`src/mipsIsaPkg.sv`:
```
`default_nettype none

package mipsIsaPkg;

	//////////////////////////////
	// Architectural types
	//////////////////////////////

	typedef logic [31:0] word_t;     // Data or address word
	typedef logic [4:0]  regIdx_t;   // GPR number
	typedef logic [5:0]  opcode_t;   // instr[31:26]
	typedef logic [5:0]  funct_t;    // instr[5:0], R-type only
	typedef logic [25:0] jumpIdx_t;  // J-type word index

	//////////////////////////////
	// Opcodes
	//////////////////////////////

	localparam opcode_t opR    = 6'b000000;  // Special, look at funct
	localparam opcode_t opJ    = 6'b000010;
	localparam opcode_t opJal  = 6'b000011;
	localparam opcode_t opBeq  = 6'b000100;
	localparam opcode_t opAddi = 6'b001000;
	localparam opcode_t opOri  = 6'b001101;
	localparam opcode_t opLui  = 6'b001111;
	localparam opcode_t opLw   = 6'b100011;
	localparam opcode_t opSw   = 6'b101011;

	// Function codes under opR
	localparam funct_t fnAdd = 6'b100000;
	localparam funct_t fnSub = 6'b100010;
	localparam funct_t fnJr  = 6'b001000;

	//////////////////////////////
	// Register file and memory
	//////////////////////////////

	localparam regIdx_t linkReg = 5'd31;  // jal destination

	localparam int dmemWords    = 64;                  // Data memory depth in words
	localparam int dmemAddrBits = $clog2(dmemWords);   // Word index width

endpackage

`default_nettype wire

```
`src/mipsCtrlPkg.sv`:
```
`default_nettype none

package mipsCtrlPkg;

	//////////////////////////////
	// Selector encodings
	//////////////////////////////

	// Destination register select
	typedef enum logic [1:0] {
		dstRt   = 2'd0,  // I-type
		dstRd   = 2'd1,  // R-type
		dstLink = 2'd2   // jal writes r31
	} regDst_t;

	typedef enum logic [1:0] {
		aluAdd = 2'd0,
		aluSub = 2'd1,
		aluOr  = 2'd2,
		aluLui = 2'd3    // Operand B moved to upper half
	} aluOp_t;

	// Writeback source
	typedef enum logic [1:0] {
		wbAlu = 2'd0,
		wbMem = 2'd1,    // lw
		wbPc4 = 2'd2     // Return address
	} wbSel_t;

	typedef enum logic [1:0] {
		npcSeq  = 2'd0,  // pc + 4
		npcJump = 2'd1,  // j, jal
		npcBeq  = 2'd2,  // Taken only on equal
		npcReg  = 2'd3   // jr
	} npcOp_t;

	//////////////////////////////
	// Decoded control bundle
	//////////////////////////////

	typedef struct packed {
		logic    regWrite;
		logic    signExt;   // Else zero extension
		logic    aluImm;    // ALU operand B from imm
		logic    memWrite;
		regDst_t regDst;
		aluOp_t  aluOp;
		wbSel_t  wbSel;
		npcOp_t  npcOp;
	} ctrl_t;

	// No architectural effect at all
	localparam ctrl_t ctrlNop = '{
		regWrite: 1'b0, signExt: 1'b0, aluImm: 1'b0, memWrite: 1'b0,
		regDst: dstRt, aluOp: aluAdd, wbSel: wbAlu, npcOp: npcSeq
	};

endpackage

`default_nettype wire

```
`src/stageIf.sv`:
```
`default_nettype none

// One decoded instruction moving between two stages
interface stageIf import mipsIsaPkg::*, mipsCtrlPkg::*; ();

	logic     valid;   // Beat present this cycle
	ctrl_t    ctrl;
	word_t    pc;
	regIdx_t  rs;
	regIdx_t  rt;
	regIdx_t  rd;
	word_t    imm;     // Already extended
	jumpIdx_t target;  // J-type index

	modport producer (
		output valid, ctrl, pc, rs, rt, rd, imm, target
	);

	modport consumer (
		input valid, ctrl, pc, rs, rt, rd, imm, target
	);

endinterface

`default_nettype wire

```
`src/ctrlDecoder.sv`:
```
`default_nettype none

module ctrlDecoder import mipsIsaPkg::*, mipsCtrlPkg::*; (
	input  logic   clk,
	input  logic   reset,
	input  logic   instrValid,
	input  word_t  instr,
	input  word_t  instrPc,
	input  logic   flush,
	stageIf.producer decodeIf
);

	//////////////////////////////
	// Input register
	//////////////////////////////

	logic    validQ;
	word_t   instrQ;
	word_t   pcQ;

	always_ff @(posedge clk) begin
		if (reset) begin
			validQ <= 1'b0;
		end else begin
			validQ <= instrValid & ~flush;  // Input at the flush edge is younger, drop it
		end
	end

	always_ff @(posedge clk) begin
		instrQ <= instr;
		pcQ    <= instrPc;
	end

	//////////////////////////////
	// Instruction match
	//////////////////////////////

	opcode_t op;
	funct_t  fn;
	logic    isR;
	logic    isAdd, isSub, isJr;
	logic    isAddi, isOri, isLui, isLw, isSw, isBeq, isJ, isJal;
	ctrl_t   dec;

	assign op = instrQ[31:26];
	assign fn = instrQ[5:0];

	assign isR    = (op == opR);
	assign isAdd  = isR && (fn == fnAdd);
	assign isSub  = isR && (fn == fnSub);
	assign isJr   = isR && (fn == fnJr);
	assign isAddi = (op == opAddi);
	assign isOri  = (op == opOri);
	assign isLui  = (op == opLui);
	assign isLw   = (op == opLw);
	assign isSw   = (op == opSw);
	assign isBeq  = (op == opBeq);
	assign isJ    = (op == opJ);
	assign isJal  = (op == opJal);

	//////////////////////////////
	// Control equations
	//////////////////////////////

	always_comb begin
		dec = ctrlNop;  // Unknown encodings stay here
		dec.regWrite = isAdd | isSub | isOri | isLw | isLui | isJal | isAddi;
		dec.signExt  = isLw | isSw | isAddi | isBeq;
		dec.aluImm   = isOri | isLw | isSw | isLui | isAddi;
		dec.memWrite = isSw;

		if (isJal)              dec.regDst = dstLink;
		else if (isAdd | isSub) dec.regDst = dstRd;

		if (isSub)      dec.aluOp = aluSub;
		else if (isOri) dec.aluOp = aluOr;
		else if (isLui) dec.aluOp = aluLui;  // addi, lw, sw keep aluAdd

		if (isJal)     dec.wbSel = wbPc4;
		else if (isLw) dec.wbSel = wbMem;

		if (isBeq)            dec.npcOp = npcBeq;
		else if (isJr)        dec.npcOp = npcReg;
		else if (isJ | isJal) dec.npcOp = npcJump;
	end

	// Beat to the stage buffer
	assign decodeIf.valid  = validQ;
	assign decodeIf.ctrl   = dec;
	assign decodeIf.pc     = pcQ;
	assign decodeIf.rs     = instrQ[25:21];
	assign decodeIf.rt     = instrQ[20:16];
	assign decodeIf.rd     = instrQ[15:11];
	assign decodeIf.imm    = dec.signExt ? {{16{instrQ[15]}}, instrQ[15:0]}
	                                     : {16'h0000, instrQ[15:0]};
	assign decodeIf.target = instrQ[25:0];

	// Store and register write never together
	assert property (@(posedge clk) disable iff (reset)
		decodeIf.valid |-> !(decodeIf.ctrl.memWrite && decodeIf.ctrl.regWrite))
	else $error("decoder produced a beat with both memWrite and regWrite");

endmodule

`default_nettype wire

```
`src/stageBuffer.sv`:
```
`default_nettype none

module stageBuffer (
	input  logic clk,
	input  logic reset,
	input  logic flush,
	stageIf.consumer decodeIf,
	stageIf.producer execIf
);

	//////////////////////////////
	// Valid bit
	//////////////////////////////

	always_ff @(posedge clk) begin
		if (reset || flush) begin
			execIf.valid <= 1'b0;  // Younger beat killed by a taken transfer
		end else begin
			execIf.valid <= decodeIf.valid;
		end
	end

	//////////////////////////////
	// Payload
	//////////////////////////////

	// Beat fields follow the decoder one cycle later
	always_ff @(posedge clk) begin
		execIf.ctrl   <= decodeIf.ctrl;
		execIf.pc     <= decodeIf.pc;
		execIf.rs     <= decodeIf.rs;
		execIf.rt     <= decodeIf.rt;
		execIf.rd     <= decodeIf.rd;
		execIf.imm    <= decodeIf.imm;
		execIf.target <= decodeIf.target;
	end

	// Flushed slot is empty next cycle
	assert property (@(posedge clk) disable iff (reset)
		flush |=> !execIf.valid)
	else $error("stage buffer kept a valid beat after flush");

endmodule

`default_nettype wire

```
`src/execUnit.sv`:
```
`default_nettype none

module execUnit import mipsIsaPkg::*, mipsCtrlPkg::*; (
	input  logic    clk,
	input  logic    reset,
	stageIf.consumer execIf,
	output logic    flush,
	output logic    wbValid,
	output regIdx_t wbReg,
	output word_t   wbData,
	output logic    memWrite,
	output word_t   memAddr,
	output word_t   memData,
	output logic    redirect,
	output word_t   redirectPc
);

	//////////////////////////////
	// Storage
	//////////////////////////////

	word_t regFile [0:31];         // r0 never written
	word_t dmem [0:dmemWords-1];   // Word addressed

	//////////////////////////////
	// Operands and ALU
	//////////////////////////////

	word_t rsVal;
	word_t rtVal;
	word_t aluB;
	word_t aluRes;

	assign rsVal = (execIf.rs == '0) ? '0 : regFile[execIf.rs];  // r0 reads zero
	assign rtVal = (execIf.rt == '0) ? '0 : regFile[execIf.rt];
	assign aluB  = execIf.ctrl.aluImm ? execIf.imm : rtVal;

	always_comb begin
		unique case (execIf.ctrl.aluOp)
			aluAdd:  aluRes = rsVal + aluB;
			aluSub:  aluRes = rsVal - aluB;
			aluOr:   aluRes = rsVal | aluB;
			aluLui:  aluRes = aluB << 16;  // imm zero extended, lands in upper half
			default: aluRes = rsVal + aluB;
		endcase
	end

	// Data memory port, bits 7:2 of the address
	logic [dmemAddrBits-1:0] memIdx;
	word_t                   memRdata;
	logic                    storeEn;

	assign memIdx   = aluRes[dmemAddrBits+1:2];
	assign memRdata = dmem[memIdx];
	assign storeEn  = execIf.valid && execIf.ctrl.memWrite;

	//////////////////////////////
	// Writeback select
	//////////////////////////////

	word_t   pcPlus4;
	regIdx_t dest;
	word_t   wbValue;
	logic    wbEn;

	assign pcPlus4 = execIf.pc + 32'd4;

	always_comb begin
		case (execIf.ctrl.regDst)
			dstRd:   dest = execIf.rd;
			dstLink: dest = linkReg;
			default: dest = execIf.rt;
		endcase
		case (execIf.ctrl.wbSel)
			wbMem:   wbValue = memRdata;
			wbPc4:   wbValue = pcPlus4;
			default: wbValue = aluRes;
		endcase
	end

	// Writes to r0 vanish completely
	assign wbEn = execIf.valid && execIf.ctrl.regWrite && (dest != '0);

	//////////////////////////////
	// Next PC
	//////////////////////////////

	word_t branchTarget;
	word_t jumpTarget;
	word_t nextPc;
	logic  taken;

	assign branchTarget = pcPlus4 + {execIf.imm[29:0], 2'b00};
	assign jumpTarget   = {pcPlus4[31:28], execIf.target, 2'b00};  // Same 256 MB region

	always_comb begin
		taken  = 1'b0;
		nextPc = pcPlus4;
		unique case (execIf.ctrl.npcOp)
			npcJump: begin
				taken  = 1'b1;
				nextPc = jumpTarget;
			end
			npcBeq: begin
				taken  = (rsVal == rtVal);
				nextPc = branchTarget;
			end
			npcReg: begin
				taken  = 1'b1;
				nextPc = rsVal;  // jr
			end
			default: ;  // Sequential
		endcase
	end

	assign flush = execIf.valid && taken;  // Kills decoder and buffer contents

	//////////////////////////////
	// State update
	//////////////////////////////

	always_ff @(posedge clk) begin
		if (wbEn) regFile[dest] <= wbValue;  // Visible to the very next beat
		if (storeEn) dmem[memIdx] <= rtVal;
	end

	// Result strobes
	always_ff @(posedge clk) begin
		if (reset) begin
			wbValid  <= 1'b0;
			memWrite <= 1'b0;
			redirect <= 1'b0;
		end else begin
			wbValid  <= wbEn;
			memWrite <= storeEn;
			redirect <= flush;
		end
	end

	always_ff @(posedge clk) begin
		wbReg      <= dest;
		wbData     <= wbValue;
		memAddr    <= aluRes;
		memData    <= rtVal;
		redirectPc <= nextPc;
	end

	// Store strobe traces back to a valid sw one cycle earlier
	assert property (@(posedge clk) disable iff (reset)
		memWrite |-> $past(execIf.valid && execIf.ctrl.memWrite))
	else $error("memWrite pulse without a store in execute");

	assert property (@(posedge clk) disable iff (reset)
		wbValid |-> (wbReg != '0))
	else $error("writeback reported for register 0");

endmodule

`default_nettype wire

```
`src/mipsCore.sv`:
```
`default_nettype none

module mipsCore import mipsIsaPkg::*; (
	input  logic    clk,
	input  logic    reset,
	// Fetch side
	input  logic    instrValid,
	input  word_t   instr,
	input  word_t   instrPc,
	// Architectural results
	output logic    wbValid,
	output regIdx_t wbReg,
	output word_t   wbData,
	output logic    memWrite,
	output word_t   memAddr,
	output word_t   memData,
	output logic    redirect,
	output word_t   redirectPc
);

	stageIf decodeIf ();  // Decoder to buffer
	stageIf execIf ();    // Buffer to execute

	logic flush;  // Taken transfer in execute

	ctrlDecoder decoder (
		.clk        (clk),
		.reset      (reset),
		.instrValid (instrValid),
		.instr      (instr),
		.instrPc    (instrPc),
		.flush      (flush),
		.decodeIf   (decodeIf.producer)
	);

	stageBuffer buffer (
		.clk      (clk),
		.reset    (reset),
		.flush    (flush),
		.decodeIf (decodeIf.consumer),
		.execIf   (execIf.producer)
	);

	execUnit exec (
		.clk        (clk),
		.reset      (reset),
		.execIf     (execIf.consumer),
		.flush      (flush),
		.wbValid    (wbValid),
		.wbReg      (wbReg),
		.wbData     (wbData),
		.memWrite   (memWrite),
		.memAddr    (memAddr),
		.memData    (memData),
		.redirect   (redirect),
		.redirectPc (redirectPc)
	);

endmodule

`default_nettype wire

```
`config.mk`:
```
export PLATFORM = sky130hd
export DESIGN_NAME = mipsCore
export DESIGN_NICKNAME = d
export VERILOG_FILES = /design/src/mipsIsaPkg.sv /design/src/mipsCtrlPkg.sv /design/src/stageIf.sv /design/src/ctrlDecoder.sv /design/src/stageBuffer.sv /design/src/execUnit.sv /design/src/mipsCore.sv
export SDC_FILE = /design/constraint.sdc
export NUM_CORES = 2
export LEC_CHECK = 0
export BUFFER_PORTS_ARGS = -buffer_cell sky130_fd_sc_hd__clkbuf_2
export CELL_PAD_IN_SITES_DETAIL_PLACEMENT = 0
export CELL_PAD_IN_SITES_GLOBAL_PLACEMENT = 2
export CORE_UTILIZATION = 35
export DETAILED_ROUTE_END_ITERATION = 16
export PLACE_DENSITY = 0.59
export SLEW_MARGIN = 20
export SYNTH_ARGS = -nofsm -noshare
export SYNTH_HDL_FRONTEND = slang
export SYNTH_SLANG_ARGS = --single-unit
```
`constraint.sdc`:
```
create_clock -name clk -period 12.45 [get_ports clk]
set_input_delay 2.49 -clock clk [delete_from_list [all_inputs] [get_ports clk]]
set_output_delay 2.49 -clock clk [all_outputs]
set_load 0.01 [all_outputs]
```
---- After elaboration in Yosys (flattened, before gate mapping) ----
Memory sizes are Yosys's and may differ from the RTL's. A register that Yosys moved wholly into a read port is not among the register bits.
Index checks and enable logic that the tools add are counted.
storage, ports and cells
  register bits ........................... 303
  RAM bits ................................ 3072
  input bits .............................. 67
  output and inout port bits .............. 136
  memories ................................ 2
cells by class
  $add $sub $neg .......................... 4
  eq/ne operators ......................... 22
  muxes and demuxes ....................... 18
  bitwise logic cells ..................... 17
  reduce and logical (&&, ||, !) cells .... 15
memories
  memory        depth  width  read ports  clocked after Yosys merged registers in  wr ports  line            RTL
  exec.dmem     64     32     1           0                                        1         execUnit.sv:23  word_t dmem [0:dmemWords-1];
  exec.regFile  32     32     2           2                                        1         execUnit.sv:22  word_t regFile [0:31];
operators with widths
  kind                                                              number
  32-bit one-hot mux with 4 select lines                            1
  32-bit 2-to-1 mux                                                 3
  32-bit one-hot mux with 3 select lines                            1
  32-bit adder                                                      2
  32-bit one-hot mux with 2 select lines                            1
  32-bit by 3-bit adder with 32-bit output (second input constant)  1
  32-bit == test                                                    1
  32-bit bitwise OR                                                 1
  32-bit subtractor                                                 1
  6-bit by 4-bit == test with 1-bit output (second input constant)  4
  6-bit == test (second input constant)                             4
  1-bit bitwise OR                                                  14
  2-bit == test (second input constant)                             6
  6-bit by 2-bit == test with 1-bit output (second input constant)  2
  5-bit zero test                                                   2
  5-bit one-hot mux with 2 select lines                             1
  2-bit by 1-bit == test with 1-bit output (second input constant)  4
  1-bit 2-to-1 mux                                                  8
  1-bit logical AND                                                 7
  6-bit by 3-bit == test with 1-bit output (second input constant)  1
  6-bit zero test                                                   1
  5-bit nonzero test                                                1
  2-bit 2-to-1 mux                                                  2
  2-bit OR reduction                                                2
  other kinds (5)                                                   5

---- Logic depth before layout (Yosys ltp) ----
  word-level depth ........................ 8
  depth in mapped cells ................... 32
  mapped depth without buffers ............ 24

---- Modules after synthesis ----
A second synthesis with hierarchy kept.
unflattened totals
  cells, all modules ...................... 9942
  area, all modules ....................... 141801.0 um^2
modules (own cells, without submodules)
  module       instances  cells an instance  area each (um^2)  sequential area each (um^2)
  execUnit     1          9646               137324.2          94971.1
  stageBuffer  1          119                2374.8            2362.3
  ctrlDecoder  1          177                2102.0            1301.2

---- Worst setup path after synthesis ----
Ideal clock, no wire load.
  kind .................................... register to register
  start point ............................. register buffer.execIf.rt[0]
  end point ............................... memory exec.regFile[0][29] (netlist bit), data pin
  arrival time ............................ 10.036 ns
  data required time ...................... 12.084 ns
  slack ................................... 2.048 ns
  stages on the path, launching flop included .. 29
  buffers on the path ..................... 6
  clock period less this slack ............ 10.402 ns
  cell sequence ........................... dfxtp_1 > buf_6 > buf_12 > buf_6 > buf_4 > mux2i_1 > a22oi_1 > a21oi_1 > nor4_1 > mux2i_1 > and3_1 > and2_1 > clkbuf_1 > and3_1 > nor2_1 > xor2_1 > ha_1 > clkbuf_1 > a21o_1 > a31o_2 > a221o_1 > a221o_1 > a41o_1 > o41a_1 > a31oi_1 > xor2_1 > o21ai_0 > a22oi_1 > o21ai_1
RTL lines
  what                                               line                            RTL
  start, declared                                    stageIf.sv:16                   output valid, ctrl, pc, rs, rt, rd, imm, target
  5-bit zero test (*)                                execUnit.sv:35                  assign rtVal = (execIf.rt == '0) ? '0 : regFile[execIf.rt];
  32-bit 2-to-1 mux (*)                              execUnit.sv:35
  net exec.rtVal[7]                                  execUnit.sv:30                  word_t rtVal;
  32-bit 2-to-1 mux (*)                              execUnit.sv:36                  assign aluB = execIf.ctrl.aluImm ? execIf.imm : rtVal;
  32-bit subtractor or 32-bit adder (tied branches)  execUnit.sv:41, execUnit.sv:40
  32-bit one-hot mux with 4 select lines (*)         execUnit.sv:39                  unique case (execIf.ctrl.aluOp)
  net exec.aluRes[29]                                execUnit.sv:32                  word_t aluRes;
  32-bit one-hot mux with 2 select lines (*)         execUnit.sv:74                  case (execIf.ctrl.wbSel)
  net exec.wbValue[29]                               execUnit.sv:63                  word_t wbValue;
  end, declared                                      execUnit.sv:22
Mark *: on every way through the listed nets, which the timed path passes. The rest lies on a longest branch.

---- Final worst setup path ----
  start point ............................. register buffer.execIf.rt[3]
  end point ............................... memory exec.regFile[20][2] (netlist bit), data pin
on the way
  longest elaborated chain between the ends .. 7
ends and longest elaborated chain
  what                                               line
  5-bit zero test (*)                                execUnit.sv:35
  32-bit 2-to-1 mux (*)                              execUnit.sv:35
  net exec.rtVal[1]                                  execUnit.sv:30
  32-bit 2-to-1 mux (*)                              execUnit.sv:36
  32-bit subtractor or 32-bit adder (tied branches)  execUnit.sv:41, execUnit.sv:40
  32-bit one-hot mux with 4 select lines (*)         execUnit.sv:39
  memory read 64 x 32 bit                            n/a
  32-bit one-hot mux with 2 select lines (*)         execUnit.sv:74
  net exec.wbValue[2]                                execUnit.sv:63
Marked as above.

==> impl_metrics.json <==
{
  "outcome": "finished clean",
  "gpl.final_weighted_congestion": 0.895,
  "post-synth-top-area-cell": "edfxtp_1",
  "number_of_maximum_capacitance_constraint_violations": 0,
  "num-fill-cells": 34200,
  "cts_inserted_buffers": 368,
  "place.port_buffers": 202,
  "groute.layer.met1.usage_pct": 36.7,
  "synth.lib_cells_used.distinct": 102,
  "placed_cells_incl_taps": 13100,
  "area_of_the_multi_input_gates_um2": 35800,
  "grt_util_all_layers_pct": 27.9,
  "timing_worst_setup_path_type": "register to register",
  "ctsHoldBuffers": 0,
  "power_density_nw_per_um2": 223,
  "top_cells_by_instance_count_after_synthesis": "edfxtp_1 (3,072), o22ai_1 (773), mux4_2 (500)",
  "timing.final.hold_violations": 0,
  "postRouteAntennaNets": 0,
  "clkTransAtPathRegs_ps": 60,
  "post_drt_wl_per_cell_um": 40.1,
  "wirelength_um": 552000,
  "clock_sink_count": 3343,
  "setup-violations-final": 0,
  "cellInternalPower_mw": 22.2,
  "flow.area_growth_from_synthesis_pct": 16.4,
  "critical_path_startpoint_category": "register",
  "maximum_number_of_pins_on_one_net_before_global_route_repair": 81,
  "number_of_nets_in_the_final_layout": 8548,
  "floorplan.die_area_um2": 387000,
  "ctsHtreeMaxLevel": 5,
  "fp.dieH_um": 622,
  "total_iterations_of_the_first_detailed_routing_run": 5,
  "clock_power_share_pct": 31.1,
  "num_rows": 227,
  "skew_ps": 65.6,
  "synth_area_um2": 135000,
  "cp_max_fo": 67,
  "grt_util_met3_pct": 4.22,
  "final.period_utilization_pct": 87.0,
  "clock-root-buffer": "clkbuf_16",
  "share_seq_of_total_power_pct": 38.3,
  "place_worst_setup_slack_ps": 1860,
  "grt_residual_overflow": 0,
  "io_pins": 203,
  "vdd_drop_max_uv": 155,
  "synthArstFlopShare_pct": 0,
  "post_synth_inst_count": 7875,
  "ys_seq_area_share_pct": 72.5,
  "worstSkewPairLatency_ps": 970,
  "switching_power_mw": 12.9,
  "via_per_inst": 6.09,
  "detail_route.drc_violations": 0,
  "fin_ws_ps": 1620,
  "synthFlopType": "edfxtp_1",
  "yosysTopAreaCellShare_pct": 68.5,
  "switching_share_of_total_power_pct": 36.7,
  "postCtsSetupRepairBufs": 0,
  "synth_enable_flop_cells": 3072,
  "routed-via-count": 83900,
  "timing.critical_path.arrival_ps": 11410,
  "ys_ff_latch": 3343,
  "initial_antenna_violation_count": 32,
  "cts_repair_resize_count": 0,
  "cp.required_ps": 13030,
  "grt.met2_usage_pct": 45.6,
  "post_route_cells_drive_above_1_share_pct": 22.9,
  "cts_tree": "yes",
  "dp.final_hpwl_um": 343000,
  "endpoint_kind": "register",
  "synth.yosys.warnings": 0,
  "rsz0062_at_grt": "false",
  "starting_density_of_the_core_pct": 35.2,
  "synthMostInstantiatedCell": "edfxtp_1",
  "final.setup.tns_ps": 0,
  "die-width_um": 622,
  "leakage_nw": 50.5,
  "max_slew_margin_pct": 11.0,
  "placeable_core_region_um2": 383000,
  "maxSlewViolCount": 0,
  "max_clk_rate_ghz": 0.0923,
  "drt-initial-drc-count": 10500,
  "global_route.peak_usage_layer": "met2",
  "syn_area_per_cell_um2": 17.1,
  "layoutNonFillerInstCount": 13800,
  "worst-slew-pin-transition_ps": 1320,
  "grt_pass1_wl_um": 742000,
  "period_minus_slack_ps": 10830,
  "seqCellArea_um2": 97700,
  "combPwrFrac_pct": 30.6,
  "synth_area_leaders": "edfxtp_1 (68%), mux4_2 (8.4%), dfxtp_1 (4.0%), o22ai_1 (3.6%), mux2i_1 (1.7%)",
  "number_of_global_route_vias_before_repair": 82700,
  "clock_tree_buffer_depth": 4,
  "hold_path.class": "register to register"
}
==> per-layer routing <==
metal | up-vias | routed length [um]
met3 | 950 | 39400
met1 | 45100 | 220000
met4 | 8 | 29200
met2 | 4157 | 263000
met5 | - | 49
li1 | 33700 | -
==> placed cells by master (no fill, tap or decap), drive strengths merged, types with 81 or more instances in the layout <==
| cell | netlist | final |
|---|---|---|
| a21oi | 161 | 161 |
| a22oi | 135 | 135 |
| buf | 362 | 443 |
| clkbuf | 146 | 671 |
| clkinv | 0 | 147 |
| dfxtp | 271 | 271 |
| edfxtp | 3072 | 3072 |
| inv | 66 | 81 |
| mux2i | 233 | 233 |
| mux4 | 514 | 514 |
| nand2 | 339 | 339 |
| nand3 | 121 | 121 |
| nor2 | 393 | 393 |
| o21ai | 143 | 143 |
| o221ai | 82 | 82 |
| o22ai | 773 | 773 |
| o41ai | 99 | 99 |
==> through the flow <==
| stage | util (%) | power (mW) | hold WS (ps) | area (um2) |
|---|---|---|---|---|
| global placement | 37.8 | 24.2 | 315 | 145000 |
| detailed placement | 37.9 | 24.2 | 314 | 145000 |
| finish | 41.0 | 35.1 | 308 | 157000 |
| CTS | 41.0 | 35.1 | 303 | 157000 |
| floorplan | - | 18.4 | 310 | 135000 |
| global route | 41.0 | 35.9 | 320 | 157000 |
==> area by class of cell <==
type	instances	area share [%]
sequential	3343	62.3
multi-input combinational	3988	22.8
clock buffer	469	6.38
tap	5038	4.02
timing repair buffer	645	3.07
clock inverter	203	1.23
inverter	66	0.164
antenna	20	0.0319
==> final timing paths <==
check                     startpoint                    to  slack (ps)  cells after the start
max              buffer.execIf.rt[3]   exec.regFile[20][2]        1620                     24
min          decoder.decodeIf.pc[19]  buffer.execIf.pc[19]         310                      0
max reg2reg      buffer.execIf.rt[3]   exec.regFile[20][2]        1620                     24
min reg2reg  decoder.decodeIf.pc[19]  buffer.execIf.pc[19]         310                      0
==> power groups by stage <==
stage	Clock [mW]	Sequential, mW	Combinational, mW
5_1_grt	11.5	13.4	11.0
6_report	10.9	13.4	10.7
4_1_cts	11.1	13.4	10.6
3_3_place_gp	0	13.7	10.5
2_1_floorplan	0	13.6	4.81
3_5_place_dp	0	13.7	10.6
==> cells by family (layout without fill, tap and decap cells) <==
kind of cell,count (synthesis),after routing,share of synthesized area [%]
AO/OA/AOI/OAI,1778,1778,8.97
XOR/XNOR,136,136,0.884
adder cells (fa/ha/maj),69,69,0.652
buffers and inverters,575,1383,2.17
flip-flops,3343,3343,72.5
multiplexers,777,777,10.6
other,1,52,0.00278
AND/OR/NAND/NOR,1196,1196,4.19
==> worst max-delay path: stages (launching register included) <==
cell and delay [ps]:
dfxtp_2 740, buf_4 430, nor2b_2 210, buf_4 370, a22o_1 220, a211oi_1 90
nor4_4 290, buf_4 660, mux2i_1 380, ha_1 400, a21oi_1 250, ha_1 270
nor2b_1 150, o31a_1 310, a211o_1 360, and2_1 390, o211ai_4 860, buf_12 310
buf_12 320, o22ai_1 130, o41ai_1 540, o2111ai_1 670, nor4_2 910, buf_4 220
or2_1 780
==> flip-flops by register name, indices dropped and copies added (netlist names), 32 cells and up <==
| register | count |
|---|---|
| decoder.decodeIf.pc | 32 |
| exec.memAddr | 32 |
| buffer.execIf.pc | 32 |
| exec.regFile | 1024 |
| exec.redirectPc | 32 |
| exec.memData | 32 |
| decoder.instrQ | 32 |
| exec.wbData | 32 |
| exec.dmem | 2048 |
No activity file was read; power rests on OpenSTA's default activity.
